--- src/logic/rv_decode_pkg.sv ---
package rv_decode_pkg;

    localparam int XLEN       = 32;
    localparam int PC_LSB     = 2;
    localparam int REG_IDX_W  = 5;
    localparam int FUNCT3_W   = 3;
    localparam int ALU_CTRL_W = 5;
    localparam int RES_SRC_W  = 2;

    // opcode bits 6..2, bits 1..0 must be 11
    localparam logic [4:0] OPG_LOAD     = 5'b00000;
    localparam logic [4:0] OPG_MISC_MEM = 5'b00011;
    localparam logic [4:0] OPG_OP_IMM   = 5'b00100;
    localparam logic [4:0] OPG_AUIPC    = 5'b00101;
    localparam logic [4:0] OPG_STORE    = 5'b01000;
    localparam logic [4:0] OPG_OP       = 5'b01100;
    localparam logic [4:0] OPG_LUI      = 5'b01101;
    localparam logic [4:0] OPG_BRANCH   = 5'b11000;
    localparam logic [4:0] OPG_JALR     = 5'b11001;
    localparam logic [4:0] OPG_JAL      = 5'b11011;
    localparam logic [4:0] OPG_SYSTEM   = 5'b11100;

    localparam logic [6:0] F7_BASE = 7'b0000000;
    localparam logic [6:0] F7_ALT  = 7'b0100000;

    // low four bits of the ALU control
    localparam logic [3:0] ALU_ADD  = 4'd0;
    localparam logic [3:0] ALU_SUB  = 4'd1;
    localparam logic [3:0] ALU_XOR  = 4'd2;
    localparam logic [3:0] ALU_OR   = 4'd3;
    localparam logic [3:0] ALU_AND  = 4'd4;
    localparam logic [3:0] ALU_SHL  = 4'd5;
    localparam logic [3:0] ALU_SHR  = 4'd6;
    localparam logic [3:0] CMP_EQ   = 4'd8;
    localparam logic [3:0] CMP_NEQ  = 4'd9;
    localparam logic [3:0] CMP_LTS  = 4'd10;
    localparam logic [3:0] CMP_NLTS = 4'd11;
    localparam logic [3:0] CMP_LTU  = 4'd12;
    localparam logic [3:0] CMP_NLTU = 4'd13;

    localparam logic [RES_SRC_W-1:0] RES_ALU   = 2'd0;
    localparam logic [RES_SRC_W-1:0] RES_MEM   = 2'd1;
    localparam logic [RES_SRC_W-1:0] RES_PC_P4 = 2'd2;

    localparam logic OP1_REG = 1'b0;
    localparam logic OP1_PC  = 1'b1;
    localparam logic OP2_REG = 1'b0;
    localparam logic OP2_IMM = 1'b1;

    typedef struct packed {
        logic [6:0]           funct7;
        logic [REG_IDX_W-1:0] rs2;
        logic [REG_IDX_W-1:0] rs1;
        logic [FUNCT3_W-1:0]  funct3;
        logic [REG_IDX_W-1:0] rd;
        logic [6:0]           opcode;
    } r_view_t;

    typedef struct packed {
        logic [11:0]          imm;
        logic [REG_IDX_W-1:0] rs1;
        logic [FUNCT3_W-1:0]  funct3;
        logic [REG_IDX_W-1:0] rd;
        logic [6:0]           opcode;
    } i_view_t;

    // shared by stores and branches
    typedef struct packed {
        logic [6:0]           imm_hi;
        logic [REG_IDX_W-1:0] rs2;
        logic [REG_IDX_W-1:0] rs1;
        logic [FUNCT3_W-1:0]  funct3;
        logic [4:0]           imm_lo;
        logic [6:0]           opcode;
    } sb_view_t;

    typedef struct packed {
        logic [19:0]          imm;
        logic [REG_IDX_W-1:0] rd;
        logic [6:0]           opcode;
    } uj_view_t;

    typedef union packed {
        logic [XLEN-1:0] raw;
        r_view_t         r_view;
        i_view_t         i_view;
        sb_view_t        sb_view;
        uj_view_t        uj_view;
    } instr_u;

endpackage

--- src/logic/fetch_hold.sv ---
`timescale 1ns/1ps

module fetch_hold import rv_decode_pkg::*;
(
    input  logic                   i_clk,
    input  logic                   i_rst,
    input  logic                   i_stall,
    input  logic                   i_flush,
    input  logic [XLEN-1:0]        i_data,
    input  logic [XLEN-1:PC_LSB]   i_pc,
    input  logic [XLEN-1:PC_LSB]   i_pc_p4,
    output instr_u                 o_instr,
    output logic [XLEN-1:PC_LSB]   o_pc,
    output logic [XLEN-1:PC_LSB]   o_pc_p4
);

    logic              r_stall;
    logic              r_flush;
    logic [XLEN-1:0]   r_held;
    logic [XLEN-1:0]   w_word;

    always_ff @(posedge i_clk)
    begin
        if (i_rst)
        begin
            r_stall <= 1'b0;
            r_flush <= 1'b0;
        end
        else
        begin
            r_stall <= i_stall;
            r_flush <= i_flush;
        end
    end

    // keep the presented word while no stall is being replayed
    always_ff @(posedge i_clk)
    begin
        if (!r_stall)
            r_held <= w_word;
    end

    always_ff @(posedge i_clk)
    begin
        if (i_flush)
        begin
            o_pc    <= '0;
            o_pc_p4 <= '0;
        end
        else if (!i_stall)
        begin
            o_pc    <= i_pc;
            o_pc_p4 <= i_pc_p4;
        end
    end

    always_comb
    begin
        if (i_rst || r_flush)
            w_word = '0;
        else if (r_stall)
            w_word = r_held;
        else
            w_word = i_data;
    end

    assign o_instr.raw = w_word;

endmodule

--- src/logic/instr_classify.sv ---
`timescale 1ns/1ps

module instr_classify import rv_decode_pkg::*;
(
    input  instr_u                  i_instr,
    output logic                    o_load,
    output logic                    o_store,
    output logic                    o_op_imm,
    output logic                    o_op_reg,
    output logic                    o_branch,
    output logic                    o_jal,
    output logic                    o_jalr,
    output logic                    o_lui,
    output logic                    o_auipc,
    output logic [ALU_CTRL_W-1:0]   o_alu_ctrl,
    output logic                    o_inv_instr
);

    logic [4:0]           w_grp;
    logic                 w_full;
    logic [FUNCT3_W-1:0]  w_f3;
    logic                 w_f7_base;
    logic                 w_f7_alt;

    logic g_load, g_misc_mem, g_op_imm, g_auipc, g_store;
    logic g_op, g_lui, g_branch, g_jalr, g_jal;

    logic i_addi, i_slli, i_slti, i_sltiu, i_xori, i_srli, i_srai, i_ori, i_andi;
    logic i_add, i_sub, i_sll, i_slt, i_sltu, i_xor, i_srl, i_sra, i_or, i_and;
    logic i_beq, i_bne, i_blt, i_bge, i_bltu, i_bgeu;
    logic i_load, i_store, i_fence, i_none;

    assign w_grp     = i_instr.r_view.opcode[6:2];
    assign w_full    = (i_instr.r_view.opcode[1:0] == 2'b11);
    assign w_f3      = i_instr.r_view.funct3;
    assign w_f7_base = (i_instr.r_view.funct7 == F7_BASE);
    assign w_f7_alt  = (i_instr.r_view.funct7 == F7_ALT);

    assign g_load     = w_full && (w_grp == OPG_LOAD);
    assign g_misc_mem = w_full && (w_grp == OPG_MISC_MEM);
    assign g_op_imm   = w_full && (w_grp == OPG_OP_IMM);
    assign g_auipc    = w_full && (w_grp == OPG_AUIPC);
    assign g_store    = w_full && (w_grp == OPG_STORE);
    assign g_op       = w_full && (w_grp == OPG_OP);
    assign g_lui      = w_full && (w_grp == OPG_LUI);
    assign g_branch   = w_full && (w_grp == OPG_BRANCH);
    assign g_jalr     = w_full && (w_grp == OPG_JALR);
    assign g_jal      = w_full && (w_grp == OPG_JAL);

    // lb lh lw lbu lhu
    assign i_load  = g_load && (w_f3 inside {3'b000, 3'b001, 3'b010, 3'b100, 3'b101});
    assign i_store = g_store && (w_f3 inside {3'b000, 3'b001, 3'b010});
    // fence and fence.i
    assign i_fence = g_misc_mem && (w_f3 inside {3'b000, 3'b001});
    assign i_none  = (i_instr.raw == '0);

    assign i_addi  = g_op_imm && (w_f3 == 3'b000);
    assign i_slli  = g_op_imm && (w_f3 == 3'b001) && w_f7_base;
    assign i_slti  = g_op_imm && (w_f3 == 3'b010);
    assign i_sltiu = g_op_imm && (w_f3 == 3'b011);
    assign i_xori  = g_op_imm && (w_f3 == 3'b100);
    assign i_srli  = g_op_imm && (w_f3 == 3'b101) && w_f7_base;
    assign i_srai  = g_op_imm && (w_f3 == 3'b101) && w_f7_alt;
    assign i_ori   = g_op_imm && (w_f3 == 3'b110);
    assign i_andi  = g_op_imm && (w_f3 == 3'b111);

    assign i_add  = g_op && (w_f3 == 3'b000) && w_f7_base;
    assign i_sub  = g_op && (w_f3 == 3'b000) && w_f7_alt;
    assign i_sll  = g_op && (w_f3 == 3'b001) && w_f7_base;
    assign i_slt  = g_op && (w_f3 == 3'b010) && w_f7_base;
    assign i_sltu = g_op && (w_f3 == 3'b011) && w_f7_base;
    assign i_xor  = g_op && (w_f3 == 3'b100) && w_f7_base;
    assign i_srl  = g_op && (w_f3 == 3'b101) && w_f7_base;
    assign i_sra  = g_op && (w_f3 == 3'b101) && w_f7_alt;
    assign i_or   = g_op && (w_f3 == 3'b110) && w_f7_base;
    assign i_and  = g_op && (w_f3 == 3'b111) && w_f7_base;

    assign i_beq  = g_branch && (w_f3 == 3'b000);
    assign i_bne  = g_branch && (w_f3 == 3'b001);
    assign i_blt  = g_branch && (w_f3 == 3'b100);
    assign i_bge  = g_branch && (w_f3 == 3'b101);
    assign i_bltu = g_branch && (w_f3 == 3'b110);
    assign i_bgeu = g_branch && (w_f3 == 3'b111);

    assign o_load   = i_load;
    assign o_store  = i_store;
    assign o_op_imm = i_addi | i_slli | i_slti | i_sltiu | i_xori
                    | i_srli | i_srai | i_ori | i_andi;
    assign o_op_reg = i_add | i_sub | i_sll | i_slt | i_sltu
                    | i_xor | i_srl | i_sra | i_or | i_and;
    assign o_branch = i_beq | i_bne | i_blt | i_bge | i_bltu | i_bgeu;
    assign o_jal    = g_jal;
    assign o_jalr   = g_jalr && (w_f3 == 3'b000);
    assign o_lui    = g_lui;
    assign o_auipc  = g_auipc;

    // system group never matches, so ecall and ebreak end up here
    assign o_inv_instr = !(i_none | o_load | o_store | o_op_imm | o_op_reg | o_branch
                         | o_jal | o_jalr | o_lui | o_auipc | i_fence);

    assign o_alu_ctrl[4] = i_srai | i_sra;

    always_comb
    begin
        case (1'b1)
            i_beq:                         o_alu_ctrl[3:0] = CMP_EQ;
            (i_slti | i_slt | i_blt):      o_alu_ctrl[3:0] = CMP_LTS;
            (i_sltiu | i_sltu | i_bltu):   o_alu_ctrl[3:0] = CMP_LTU;
            i_bne:                         o_alu_ctrl[3:0] = CMP_NEQ;
            i_bge:                         o_alu_ctrl[3:0] = CMP_NLTS;
            i_bgeu:                        o_alu_ctrl[3:0] = CMP_NLTU;
            i_sub:                         o_alu_ctrl[3:0] = ALU_SUB;
            (i_xori | i_xor):              o_alu_ctrl[3:0] = ALU_XOR;
            (i_ori | i_or):                o_alu_ctrl[3:0] = ALU_OR;
            (i_andi | i_and):              o_alu_ctrl[3:0] = ALU_AND;
            (i_slli | i_sll):              o_alu_ctrl[3:0] = ALU_SHL;
            (i_srli | i_srl | i_srai | i_sra):
                                           o_alu_ctrl[3:0] = ALU_SHR;
            default:                       o_alu_ctrl[3:0] = ALU_ADD;
        endcase
    end

endmodule

--- src/logic/imm_gen.sv ---
`timescale 1ns/1ps

module imm_gen import rv_decode_pkg::*;
(
    input  instr_u            i_instr,
    input  logic              i_load,
    input  logic              i_store,
    input  logic              i_op_imm,
    input  logic              i_branch,
    input  logic              i_jal,
    input  logic              i_jalr,
    input  logic              i_lui,
    input  logic              i_auipc,
    output logic [XLEN-1:0]   o_imm
);

    logic [19:0] w_uj;
    logic [11:0] w_i;
    logic [6:0]  w_hi;
    logic [4:0]  w_lo;

    assign w_uj = i_instr.uj_view.imm;
    assign w_i  = i_instr.i_view.imm;
    assign w_hi = i_instr.sb_view.imm_hi;
    assign w_lo = i_instr.sb_view.imm_lo;

    always_comb
    begin
        case (1'b1)
            i_jal:
                o_imm = {{12{w_uj[19]}}, w_uj[7:0], w_uj[8], w_uj[18:9], 1'b0};
            (i_lui | i_auipc):
                o_imm = {w_uj, 12'b0};
            (i_jalr | i_load | i_op_imm):
                o_imm = {{20{w_i[11]}}, w_i};
            // bit 0 of the low field is imm[11] for branches
            i_branch:
                o_imm = {{20{w_hi[6]}}, w_lo[0], w_hi[5:0], w_lo[4:1], 1'b0};
            i_store:
                o_imm = {{20{w_hi[6]}}, w_hi, w_lo};
            default:
                o_imm = '0;
        endcase
    end

endmodule

--- src/logic/operand_ctrl.sv ---
`timescale 1ns/1ps

module operand_ctrl import rv_decode_pkg::*;
(
    input  instr_u                  i_instr,
    input  logic                    i_load,
    input  logic                    i_store,
    input  logic                    i_op_imm,
    input  logic                    i_op_reg,
    input  logic                    i_branch,
    input  logic                    i_jal,
    input  logic                    i_jalr,
    input  logic                    i_lui,
    input  logic                    i_auipc,
    output logic [REG_IDX_W-1:0]    o_rs1,
    output logic [REG_IDX_W-1:0]    o_rs2,
    output logic [REG_IDX_W-1:0]    o_rd,
    output logic [FUNCT3_W-1:0]     o_funct3,
    output logic                    o_reg_write,
    output logic                    o_mem_read,
    output logic                    o_mem_write,
    output logic [RES_SRC_W-1:0]    o_res_src,
    output logic                    o_jump,
    output logic                    o_branch,
    output logic                    o_pc_sel,
    output logic                    o_alu_op1_sel,
    output logic                    o_alu_op2_sel
);

    // lui adds its immediate to x0
    assign o_rs1    = i_lui ? '0 : i_instr.r_view.rs1;
    assign o_rs2    = i_instr.r_view.rs2;
    assign o_rd     = i_instr.r_view.rd;
    assign o_funct3 = i_instr.r_view.funct3;

    assign o_reg_write = i_load | i_op_imm | i_op_reg | i_lui | i_auipc | i_jal | i_jalr;
    assign o_mem_read  = i_load;
    assign o_mem_write = i_store;
    assign o_jump      = i_jal | i_jalr;
    assign o_branch    = i_branch;
    assign o_pc_sel    = i_jalr;

    assign o_alu_op1_sel = (i_auipc | i_jal) ? OP1_PC : OP1_REG;
    assign o_alu_op2_sel = (i_auipc | i_jal | i_jalr | i_lui | i_op_imm | i_load | i_store)
                         ? OP2_IMM : OP2_REG;

    always_comb
    begin
        if (i_load)
            o_res_src = RES_MEM;
        else if (i_jal || i_jalr)
            o_res_src = RES_PC_P4;
        else
            o_res_src = RES_ALU;
    end

endmodule

--- src/logic/rv_decode.sv ---
`timescale 1ns/1ps

module rv_decode import rv_decode_pkg::*;
(
    input  logic                    i_clk,
    input  logic                    i_rst,
    input  logic                    i_stall,
    input  logic                    i_flush,
    input  logic [XLEN-1:0]         i_data,
    input  logic [XLEN-1:PC_LSB]    i_pc,
    input  logic [XLEN-1:PC_LSB]    i_pc_p4,
    output logic [REG_IDX_W-1:0]    o_rs1,
    output logic [REG_IDX_W-1:0]    o_rs2,
    output logic [REG_IDX_W-1:0]    o_rd,
    output logic [XLEN-1:PC_LSB]    o_pc,
    output logic [XLEN-1:PC_LSB]    o_pc_p4,
    output logic [XLEN-1:0]         o_imm,
    output logic                    o_reg_write,
    output logic                    o_mem_read,
    output logic                    o_mem_write,
    output logic [RES_SRC_W-1:0]    o_res_src,
    output logic                    o_pc_sel,
    output logic                    o_jump,
    output logic                    o_branch,
    output logic                    o_alu_op1_sel,
    output logic                    o_alu_op2_sel,
    output logic [FUNCT3_W-1:0]     o_funct3,
    output logic [ALU_CTRL_W-1:0]   o_alu_ctrl,
    output logic                    o_inv_instr
);

    instr_u w_instr;
    logic   w_load, w_store, w_op_imm, w_op_reg, w_branch;
    logic   w_jal, w_jalr, w_lui, w_auipc;

    fetch_hold u_fetch_hold (
        .i_clk   (i_clk),
        .i_rst   (i_rst),
        .i_stall (i_stall),
        .i_flush (i_flush),
        .i_data  (i_data),
        .i_pc    (i_pc),
        .i_pc_p4 (i_pc_p4),
        .o_instr (w_instr),
        .o_pc    (o_pc),
        .o_pc_p4 (o_pc_p4)
    );

    instr_classify u_classify (
        .i_instr     (w_instr),
        .o_load      (w_load),
        .o_store     (w_store),
        .o_op_imm    (w_op_imm),
        .o_op_reg    (w_op_reg),
        .o_branch    (w_branch),
        .o_jal       (w_jal),
        .o_jalr      (w_jalr),
        .o_lui       (w_lui),
        .o_auipc     (w_auipc),
        .o_alu_ctrl  (o_alu_ctrl),
        .o_inv_instr (o_inv_instr)
    );

    imm_gen u_imm_gen (
        .i_instr  (w_instr),
        .i_load   (w_load),
        .i_store  (w_store),
        .i_op_imm (w_op_imm),
        .i_branch (w_branch),
        .i_jal    (w_jal),
        .i_jalr   (w_jalr),
        .i_lui    (w_lui),
        .i_auipc  (w_auipc),
        .o_imm    (o_imm)
    );

    operand_ctrl u_operand_ctrl (
        .i_instr       (w_instr),
        .i_load        (w_load),
        .i_store       (w_store),
        .i_op_imm      (w_op_imm),
        .i_op_reg      (w_op_reg),
        .i_branch      (w_branch),
        .i_jal         (w_jal),
        .i_jalr        (w_jalr),
        .i_lui         (w_lui),
        .i_auipc       (w_auipc),
        .o_rs1         (o_rs1),
        .o_rs2         (o_rs2),
        .o_rd          (o_rd),
        .o_funct3      (o_funct3),
        .o_reg_write   (o_reg_write),
        .o_mem_read    (o_mem_read),
        .o_mem_write   (o_mem_write),
        .o_res_src     (o_res_src),
        .o_jump        (o_jump),
        .o_branch      (o_branch),
        .o_pc_sel      (o_pc_sel),
        .o_alu_op1_sel (o_alu_op1_sel),
        .o_alu_op2_sel (o_alu_op2_sel)
    );

endmodule

--- config.mk ---
export PLATFORM = sky130hd
export DESIGN_NAME = rv_decode
export DESIGN_NICKNAME = d
export VERILOG_FILES = /design/src/logic/rv_decode_pkg.sv /design/src/logic/fetch_hold.sv /design/src/logic/instr_classify.sv /design/src/logic/imm_gen.sv /design/src/logic/operand_ctrl.sv /design/src/logic/rv_decode.sv
export SDC_FILE = /design/constraint.sdc
export NUM_CORES = 1
export LEC_CHECK = 0
export BUFFER_PORTS_ARGS = -buffer_cell sky130_fd_sc_hd__buf_2
export CAP_MARGIN = 20
export CORE_MARGIN = 2
export CORE_UTILIZATION = 53
export CTS_BUF_LIST = sky130_fd_sc_hd__clkbuf_8
export DETAILED_ROUTE_END_ITERATION = 12
export PLACE_DENSITY = 0.89
export SYNTH_ARGS = -nofsm -noshare
export SYNTH_HDL_FRONTEND = slang
export SYNTH_SLANG_ARGS = --single-unit
--- constraint.sdc ---
create_clock -name i_clk -period 8.6 [get_ports i_clk]
set_clock_uncertainty 0.05 [all_clocks]
set_input_delay 2.15 -clock i_clk [delete_from_list [all_inputs] [get_ports i_clk]]
set_output_delay 2.15 -clock i_clk [all_outputs]
set_load 0.01 [all_outputs]
==> out/metrics.cfg, run 1 <==
[status]
outcome = finished clean

[yosys]
postSynthAreaPerCell_um2 = 10.0
synth_top_area_cell = dfxtp_1
yosysTopAreaCellShare_pct = 25.3
synth.most_common_cell = mux2i_1
synth.net_count = 584
ys_ff_latch = 94
synth_cell_types = 61
ys.flop_type = dfxtp_1
seq_area_frac_synth_pct = 44.9
synth_area_um2 = 4900
yosysWarnings = 0
synthTopCellsByCount = mux2i_1 (91), nor2_1 (82), dfxtp_1 (62), edfxtp_1 (32)
synth_enable_flop_cells = 32
synthCells = 488
postSynth.asyncResetShare_pct = 0
synthTopCellsByArea = dfxtp_1 (25%), edfxtp_1 (20%), mux2i_1 (19%), nor2_1 (6.3%), buf_4 (2.1%)

[sta]
slew_violations = 0
holdWs_ps = 447
finalSetupViolCount = 0
layout_setup_ws_ps = 1650
worstMarginPinSlew_ps = 1000
relSlewSlack_pct = 33.3
fmax_ghz = 0.144
grt_setup_unrepaired = false
period_share_pct = 80.8
finalCriticalPeriod_ps = 6950
tns_ps = 0
hold_violations = 0

[route]
firstDrtPassIters = 5
wl_per_cell_um = 17.0
postRouteWirelength_um = 13500
vias = 4390
drc = 0
via_per_inst = 5.50
ant_nets = 0
drt-initial-drc-count = 332

[grt]
busiest_layer = met2
grt_max_degree = 62
met2_usage_pct = 44.9
use_met1_pct = 31.7
grt_pass1_vias = 4251
antenna_found_initial = 1
track_usage_pct = 26.1
grt_pass1_wl_um = 20800
use_met3_pct = 5.92
overflow = 0

[floorplanning]
die_h_um = 100
core_um2 = 9110
fp-row-count = 35
die_x_um = 100
start_util_pct = 53.8
num_io_pins = 222
die-area_um2 = 10000

[setup_path]
critPathMaxFanout = 24
cp.arrival_ps = 4750
worstSetupPathType = primary input to output pin
cp-start-kind = primary input
crit_required_ps = 6400
end_kind = output pin

[placement]
io_buffer_count = 221
dp_hpwl_um = 10400
preCtsSetupSlack_ps = 1680
gp_congestion = 0.956

[clock_network]
post-cts-setup-buffers = 0
clock_sinks = 94
numCtsBuffers = 9
ctsHoldBuffers = 0
htree_levels = 3
ctsResizeCount = 0
insertion_delay_ps = 350
tritoncts = done
root_buffer = clkbuf_8
cts_buffer_depth = 2
path_clk_slew_ps = 100

[layout]
fillers = 723
nets = 778
syn_to_final_growth_pct = 24.6
drive_gt1_share_pct = 40.0
num_antenna_cells = 0
fin_util_pct = 67.1

[job]
max_cap_violations = 0

[pwr]
power.density_nw_per_um2 = 163
irDropWorstVdd_mv = 0.127
p_leak_nw = 3.24

[hold_path]
hold_class = register to register

critical path, cell delays in order:
cell	delay, ps
buf_2	110
nor2_1	80
buf_4	280
or2b_2	380
inv_1	210
a2111oi_4	110
o311a_4	210
o41ai_4	830
o21ai_0	190
buf_2	190
per-layer routing:
layer	part of all wire [%]	wire, µm
met2	50	6720
met4	2.8	383
met1	39	5220
met3	8.9	1200
met5	0.096	13
cell type report:
type	count	area [µm²]	area share [%]
multi-input cells	329	2330	38.1
clock inverters	7	97.6	1.60
clock buffers	9	124	2.03
flip-flops and latches	94	2200	36.0
repair buffers	224	1130	18.5
inverters	24	90.1	1.47
well taps	111	139	2.27
cell usage in the layout (no fill, tap or decap), types with 2 or more instances in the layout:
cell,synthesis,layout
or3_1,2,2
inv_1,23,23
o21a_1,2,2
inv_8,0,3
buf_2,2,220
nor4b_1,2,2
or4_1,2,2
a32oi_1,3,3
nor4_1,7,7
edfxtp_1,32,32
a21oi_1,15,15
nand2_1,23,23
o21ai_2,11,11
nor3_2,2,2
buf_4,14,4
dfxtp_1,62,61
o41ai_4,2,2
nand3_1,9,9
o21ai_0,9,9
clkbuf_8,0,9
o21ai_1,3,3
nor2_1,82,82
nor3_1,10,10
mux2i_1,91,91
or2b_2,2,2
o22ai_1,2,2
nand3b_1,3,3
nor2b_1,2,2
mux2_2,3,3
nand2b_1,15,15
cells by family after synthesis:
kind of cell,Yosys count,synth area share [%]
XOR/XNOR,1,0.179
flip-flops,94,44.9
multiplexers,95,19.6
AND/OR/NAND/NOR,174,17.9
buffers and inverters,65,7.63
AO/OA/AOI/OAI,59,9.82
sequential cells by signal (all words and copies together), names as in the netlist:
name	count
u_fetch_hold.o_pc_p4	30
u_fetch_hold.r_flush	1
u_fetch_hold.r_stall	1
u_fetch_hold.r_held	32
u_fetch_hold.o_pc	30
through the flow:
step	power, mW	area [µm²]	std cells
3_5_place_dp	0.684	5890	782
2_1_floorplan	0.622	4900	488
4_1_cts	1.00	6110	798
3_3_place_gp	0.676	5890	782
6_report	0.996	6110	798
5_1_grt	1.04	6110	798
where the power goes:
| part | internal [mW] | total [mW] | switching, mW | leakage [nW] |
|---|---|---|---|---|
| Sequential | 0.491 | 0.504 | 0.0136 | 0.863 |
| Clock | 0.145 | 0.322 | 0.177 | 0.113 |
| Combinational | 0.0716 | 0.170 | 0.0988 | 2.26 |
| Total | 0.707 | 0.996 | 0.289 | 3.24 |
path summary, 6_finish.rpt:
path / slack, ps / startpoint / cells past startpoint / end
worst max register to register: 6500 / u_fetch_hold.r_stall / 3 / u_fetch_hold.r_held[5]
worst max-delay path: 1650 / i_rst / 10 / o_imm[22]
worst min-delay path: 450 / u_fetch_hold.o_pc_p4[7] / 2 / u_fetch_hold.o_pc_p4[7]
worst min register to register: 450 / u_fetch_hold.o_pc_p4[7] / 2 / u_fetch_hold.o_pc_p4[7]
Note: power is estimated with default switching activity, not from simulation.
==> run 2, diff against run 1 <==
--- a/config.mk
+++ b/config.mk
@@ -8,10 +8,10 @@
 export BUFFER_PORTS_ARGS = -buffer_cell sky130_fd_sc_hd__buf_2
 export CAP_MARGIN = 20
 export CORE_MARGIN = 2
-export CORE_UTILIZATION = 53
+export CORE_UTILIZATION = 44
 export CTS_BUF_LIST = sky130_fd_sc_hd__clkbuf_8
 export DETAILED_ROUTE_END_ITERATION = 12
-export PLACE_DENSITY = 0.89
+export PLACE_DENSITY = 0.79
 export SYNTH_ARGS = -nofsm -noshare
 export SYNTH_HDL_FRONTEND = slang
 export SYNTH_SLANG_ARGS = --single-unit
==> constraint.sdc (replaced) <==
create_clock -name i_clk -period 6.2 [get_ports i_clk]
set_clock_uncertainty 0.05 [all_clocks]
set_input_delay 1.55 -clock i_clk [delete_from_list [all_inputs] [get_ports i_clk]]
set_output_delay 1.55 -clock i_clk [all_outputs]
set_load 0.01 [all_outputs]
==> out/metrics.cfg, run 2 (synthesis results as in run 1) <==
[grt]
overflow = 0  ; unchanged
grt_pass1_vias = 4304  ; +1.2%
grt_pass1_wl_um = 20800  ; +0.10%
grt_max_degree = 62  ; unchanged
antenna_found_initial = 1  ; unchanged
track_usage_pct = 22.5  ; -3.6 points

[setup_path]
path_buf_inv = 5  ; +1
crit_required_ps = 4600  ; -1800 ps
critPathMaxFanout = 24  ; unchanged
worstSetupPathType = primary input to output pin
crit_start = i_rst
max_stage_delay_ps = 520  ; -310 ps
timing.rr.start = u_fetch_hold.r_stall
cp-start-kind = primary input
slowest_stage = o41ai_4
end_kind = output pin
cp_cell_sequence = buf_2 -> nor2_1 -> buf_4 -> or2b_2 -> inv_1 -> a2111oi_4 -> o311a_4 -> o41ai_4 -> buf_4 -> o21ai_2 -> buf_2
critPathTopFamily = buffers and inverters
cp.arrival_ps = 3960  ; -790 ps

[floorplanning]
core_um2 = 10800  ; +19%
num_io_pins = 222  ; unchanged
fp-row-count = 38  ; +8.6%
die_x_um = 110  ; +9.4%
start_util_pct = 45.2  ; -8.6 points
die-area_um2 = 12000  ; +20%
die_h_um = 110  ; +9.4%

[layout]
multi_input_area_um2 = 2330  ; unchanged
fin_util_pct = 56.9  ; -10 points
regArea_um2 = 2200  ; unchanged
fillers = 968  ; +34%
syn_to_final_growth_pct = 25.7
final_cell_mix = buf_2 (220), mux2i_1 (91), nor2_1 (82), dfxtp_1 (61), edfxtp_1 (32)
reg_top3 = u_fetch_hold.r_held x32, u_fetch_hold.o_pc x30, u_fetch_hold.o_pc_p4 x30
regMostFlops = u_fetch_hold.r_held
nets = 781  ; +0.39%
largest_register_ffs = 32  ; unchanged
drive_gt1_share_pct = 40.3  ; +0.26 points
num_antenna_cells = 0  ; unchanged
final_common_cell = buf_2

[clock_network]
numCtsBuffers = 9  ; unchanged
root_buffer = clkbuf_8
ctsHoldBuffers = 0  ; unchanged
insertion_delay_ps = 360  ; about the same
cts_buffer_depth = 2  ; unchanged
ctsResizeCount = 0  ; unchanged
htree_levels = 3  ; unchanged
path_clk_slew_ps = 100  ; about the same
tritoncts = done
post-cts-setup-buffers = 0  ; unchanged
clock_sinks = 94  ; unchanged

[sta]
finalCriticalPeriod_ps = 5560
period_share_pct = 89.6
hold_violations = 0  ; unchanged
finalSetupViolCount = 0  ; unchanged
relSlewSlack_pct = 30.2  ; -3.1 points
fmax_ghz = 0.180
tns_ps = 0  ; unchanged
slew_violations = 0  ; unchanged
worstMarginPinSlew_ps = 1050  ; +46.2 ps
grt_setup_unrepaired = false

[job]
max_cap_violations = 0  ; unchanged

[route]
wl_per_cell_um = 16.6  ; -2.4%
firstDrtPassIters = 4  ; -1
postRouteWirelength_um = 13800  ; +1.5%
drc = 0  ; unchanged
vias = 4328  ; -1.4%
via_per_inst = 5.21  ; -5.2%
drt-initial-drc-count = 200  ; -40%
ant_nets = 0  ; unchanged

[placement]
io_buffer_count = 221  ; unchanged
gp_congestion = 0.946  ; -1.0%
dp_hpwl_um = 10700  ; +2.4%

[pwr]
irDropWorstVdd_mv = 0.153  ; +20%
power.density_nw_per_um2 = 222  ; +36%
p_leak_nw = 3.25  ; +0.33%

[status]
outcome = finished clean

[hold_path]
worstHoldStart = u_fetch_hold.o_pc_p4[31]
hold_class = register to register

[run 2: worst min-delay path, cell delays in order, from the launching register on]
cell,delay (ps)
dfxtp_1,340
mux2i_1,60
nor2_1,70
[run 2: cell type report]
cell class                 count  share of cell area, %
clock buffer                  10                   2.23
inverter                      24                   1.46
tap                          140                   2.84
clock inverter                 6                   1.24
timing repair buffer         227                   18.7
multi-input combinational    329                   37.8
sequential                    94                   35.7
[run 2: final timing paths]
| kind | to | slack [ps] | cells after the start |
|---|---|---|---|
| worst max register to register | u_fetch_hold.r_held[2] | 4050 | 4 |
| worst max-delay path | o_imm[20] | 640 | 11 |
| worst min register to register | u_fetch_hold.o_pc_p4[31] | 450 | 2 |
| worst min-delay path | u_fetch_hold.o_pc_p4[31] | 450 | 2 |
[run 2: layer usage]
layer	track usage [%]	vias to the layer above	part of all wire, %
met2	39.6	193	50
met1	26.1	2031	39
met3	7.29	16	9.4
met5	0	-	0.095
li1	-	2086	-
met4	6.24	2	1.3
[run 2: stage by stage]
stage	hold WS (ps)	power (mW)	instances	setup WS [ps]	area, µm²
global placement	421	0.942	814	704	5950
CTS	453	1.38	830	639	6160
floorplan	485	0.863	488	1310	4900
detailed placement	429	0.948	814	648	5950
finish	449	1.37	830	642	6160
global route	477	1.43	830	464	6160
[run 2: where the power goes]
part	internal, mW	switching (mW)
combinational	0.0994	0.132
clock	0.205	0.232
sequential	0.681	0.0214
==> run 3, diff against run 2 <==
--- a/config.mk
+++ b/config.mk
@@ -8,10 +8,10 @@
 export BUFFER_PORTS_ARGS = -buffer_cell sky130_fd_sc_hd__buf_2
 export CAP_MARGIN = 20
 export CORE_MARGIN = 2
-export CORE_UTILIZATION = 44
-export CTS_BUF_LIST = sky130_fd_sc_hd__clkbuf_8
+export CORE_UTILIZATION = 43
 export DETAILED_ROUTE_END_ITERATION = 12
-export PLACE_DENSITY = 0.79
+export MAX_ROUTING_LAYER = met4
+export PLACE_DENSITY = 0.77
 export SYNTH_ARGS = -nofsm -noshare
 export SYNTH_HDL_FRONTEND = slang
 export SYNTH_SLANG_ARGS = --single-unit
==> out/metrics.cfg, run 3 (synthesis results as in run 1) <==
[setup_path]
r2r_cells = 3  ; -1
cp.arrival_ps = 3970  ; about the same
end_kind = output pin
cp-start-kind = primary input
worstSetupPathType = primary input to output pin
critPathMaxFanout = 26  ; +8.3%
max_stage_delay_ps = 520  ; about the same
cp_cell_sequence = buf_2 -> or2_2 -> a21oi_1 -> nor4_1 -> o311a_4 -> o41ai_4 -> buf_4 -> o21ai_2 -> buf_2
slowest_stage = o41ai_4
crit_required_ps = 4600  ; about the same
worst_path_most_repeated_cell = buf_2

[placement]
placed_cells = 816  ; +0.25%
dp_hpwl_um = 10700  ; about the same
io_buffer_count = 221  ; unchanged
dpl_cell_area_um2 = 5960  ; +0.25%
gp_congestion = 0.923  ; -2.4%
preCtsSetupSlack_ps = 646  ; -1.88 ps

[grt]
use_met1_pct = 28.0  ; +1.8 points
grt_pass1_wl_um = 21900  ; +5.0%
overflow = 0  ; unchanged
track_usage_pct = 22.7  ; +0.24 points
grt_pass1_vias = 4234  ; -1.6%
use_met3_pct = 4.59  ; -2.7 points
grt_max_degree = 62  ; unchanged
busiest_layer = met2
antenna_found_initial = 0  ; -1
met2_usage_pct = 38.1  ; -1.4 points

[sta]
finalCriticalPeriod_ps = 5570  ; +11.9 ps
worstMarginPinSlew_ps = 1010  ; -32.5 ps
grt_setup_unrepaired = false
hold_violations = 0  ; unchanged
holdWs_ps = 443  ; -5.39 ps
period_share_pct = 89.8  ; +0.19 points
tns_ps = 0  ; unchanged
fmax_ghz = 0.180  ; -0.21%
finalSetupViolCount = 0  ; unchanged
slew_violations = 0  ; unchanged
relSlewSlack_pct = 32.4  ; +2.2 points
layout_setup_ws_ps = 630  ; -11.9 ps

[hold_path]
hold_class = register to register
hold_depth = 2  ; unchanged

[route]
via_per_inst = 5.25  ; +0.61%
firstDrtPassIters = 5  ; +1
drc = 0  ; unchanged
vias = 4365  ; +0.85%
wl_per_cell_um = 16.9  ; +1.8%
drt-initial-drc-count = 242  ; +21%
postRouteWirelength_um = 14000  ; +2.0%
ant_nets = 0  ; unchanged

[pwr]
power.switching_uw = 403  ; +4.7%
power.density_nw_per_um2 = 249  ; +12%
p_leak_nw = 3.31  ; +2.1%
netSwitchingFraction_pct = 25.7  ; -2.4 points
p_int_mw = 1.17  ; +18%
pwr-share-clk_pct = 40.3  ; +8.4 points
irDropWorstVdd_mv = 0.170  ; +12%
pwr-share-comb_pct = 14.8  ; -2.1 points
seqPwrFrac_pct = 44.9  ; -6.3 points
total_power_mw = 1.57  ; +15%

[layout]
fin_util_pct = 57.5  ; +0.63 points
drive_gt1_share_pct = 40.5  ; +0.17 points
reg_top3 = u_fetch_hold.r_held x32, u_fetch_hold.o_pc x30, u_fetch_hold.o_pc_p4 x30
regMostFlops = u_fetch_hold.r_held
final_cells = 832  ; +0.24%
num_antenna_cells = 0  ; unchanged
regArea_um2 = 2200  ; unchanged
nets = 783  ; +0.26%
final_cell_mix = buf_2 (220), mux2i_1 (91), nor2_1 (82), dfxtp_1 (61), edfxtp_1 (32)
largest_register_ffs = 32  ; unchanged
fillers = 974  ; +0.62%
fin_area_um2 = 6310  ; +2.4%
final_common_cell = buf_2
syn_to_final_growth_pct = 28.8
multi_input_area_um2 = 2330  ; unchanged

[floorplanning]
die_h_um = 111  ; +1.1%
die-area_um2 = 12300  ; +2.2%
num_io_pins = 222  ; unchanged
fp-row-count = 38  ; unchanged
die_x_um = 111  ; +1.1%
start_util_pct = 44.6  ; -0.59 points
core_um2 = 11000  ; +1.3%

[clock_network]
tritoncts = done
insertion_delay_ps = 340  ; -20 ps
path_clk_slew_ps = 70  ; -30 ps
ctsResizeCount = 0  ; unchanged
post-cts-setup-buffers = 0  ; unchanged
clock_sinks = 94  ; unchanged
numCtsBuffers = 9  ; unchanged
cts_buffer_depth = 2  ; unchanged
root_buffer = clkbuf_16
htree_levels = 3  ; unchanged
ctsHoldBuffers = 0  ; unchanged

[job]
max_cap_violations = 0  ; unchanged

[status]
outcome = finished clean

==> run 3: cell count changes in the layout (fill, tap and decap cells not counted) <==
cell / previous run / this run
buf_4: 7 / 9
clkinvlp_4: 0 / 1
clkbuf_8: 10 / 0
clkbuf_16: 0 / 10
inv_6: 0 / 1
clkinv_4: 2 / 0
inv_4: 1 / 0
bufinv_16: 1 / 2
==> run 3: metal layers <==
metal  vias to the layer above  share of wire, %
li1                       2102                 -
met1                      2053                42
met2                       200                49
met3                        10               8.1
met4                         0               1.1
met5                         -                 0
==> run 3: final cells by class <==
| type | count | share of cell area (%) |
|---|---|---|
| well taps | 140 | 2.77 |
| flip-flops and latches | 94 | 34.9 |
| clock inverters | 6 | 1.57 |
| repair buffers | 229 | 18.5 |
| inverters | 24 | 1.43 |
| clock buffers | 10 | 3.96 |
| multi-input cells | 329 | 36.9 |
==> run 3: path summary, 6_finish.rpt <==
kind                         from                      end  slack, ps
max                         i_rst                o_imm[20]        630
min          u_fetch_hold.o_pc[4]     u_fetch_hold.o_pc[4]        440
max reg2reg  u_fetch_hold.r_stall  u_fetch_hold.r_held[12]       4020
min reg2reg  u_fetch_hold.o_pc[4]     u_fetch_hold.o_pc[4]        440
==> run 3: worst max-delay path, delay by kind of cell <==
kind | cells | cell delay, ps
AOI/OAI and AO/OA | 4 | 1270
and+or+nand+nor | 2 | 610
buffers and inverters | 3 | 530
==> run 3: power groups by stage <==
stage | combinational, mW | clock, mW | sequential (mW)
floorplan | 0.142 | 0 | 0.721
detailed placement | 0.233 | 0 | 0.717
CTS | 0.234 | 0.644 | 0.704
global placement | 0.229 | 0 | 0.715
global route | 0.253 | 0.667 | 0.710
finish | 0.233 | 0.633 | 0.704
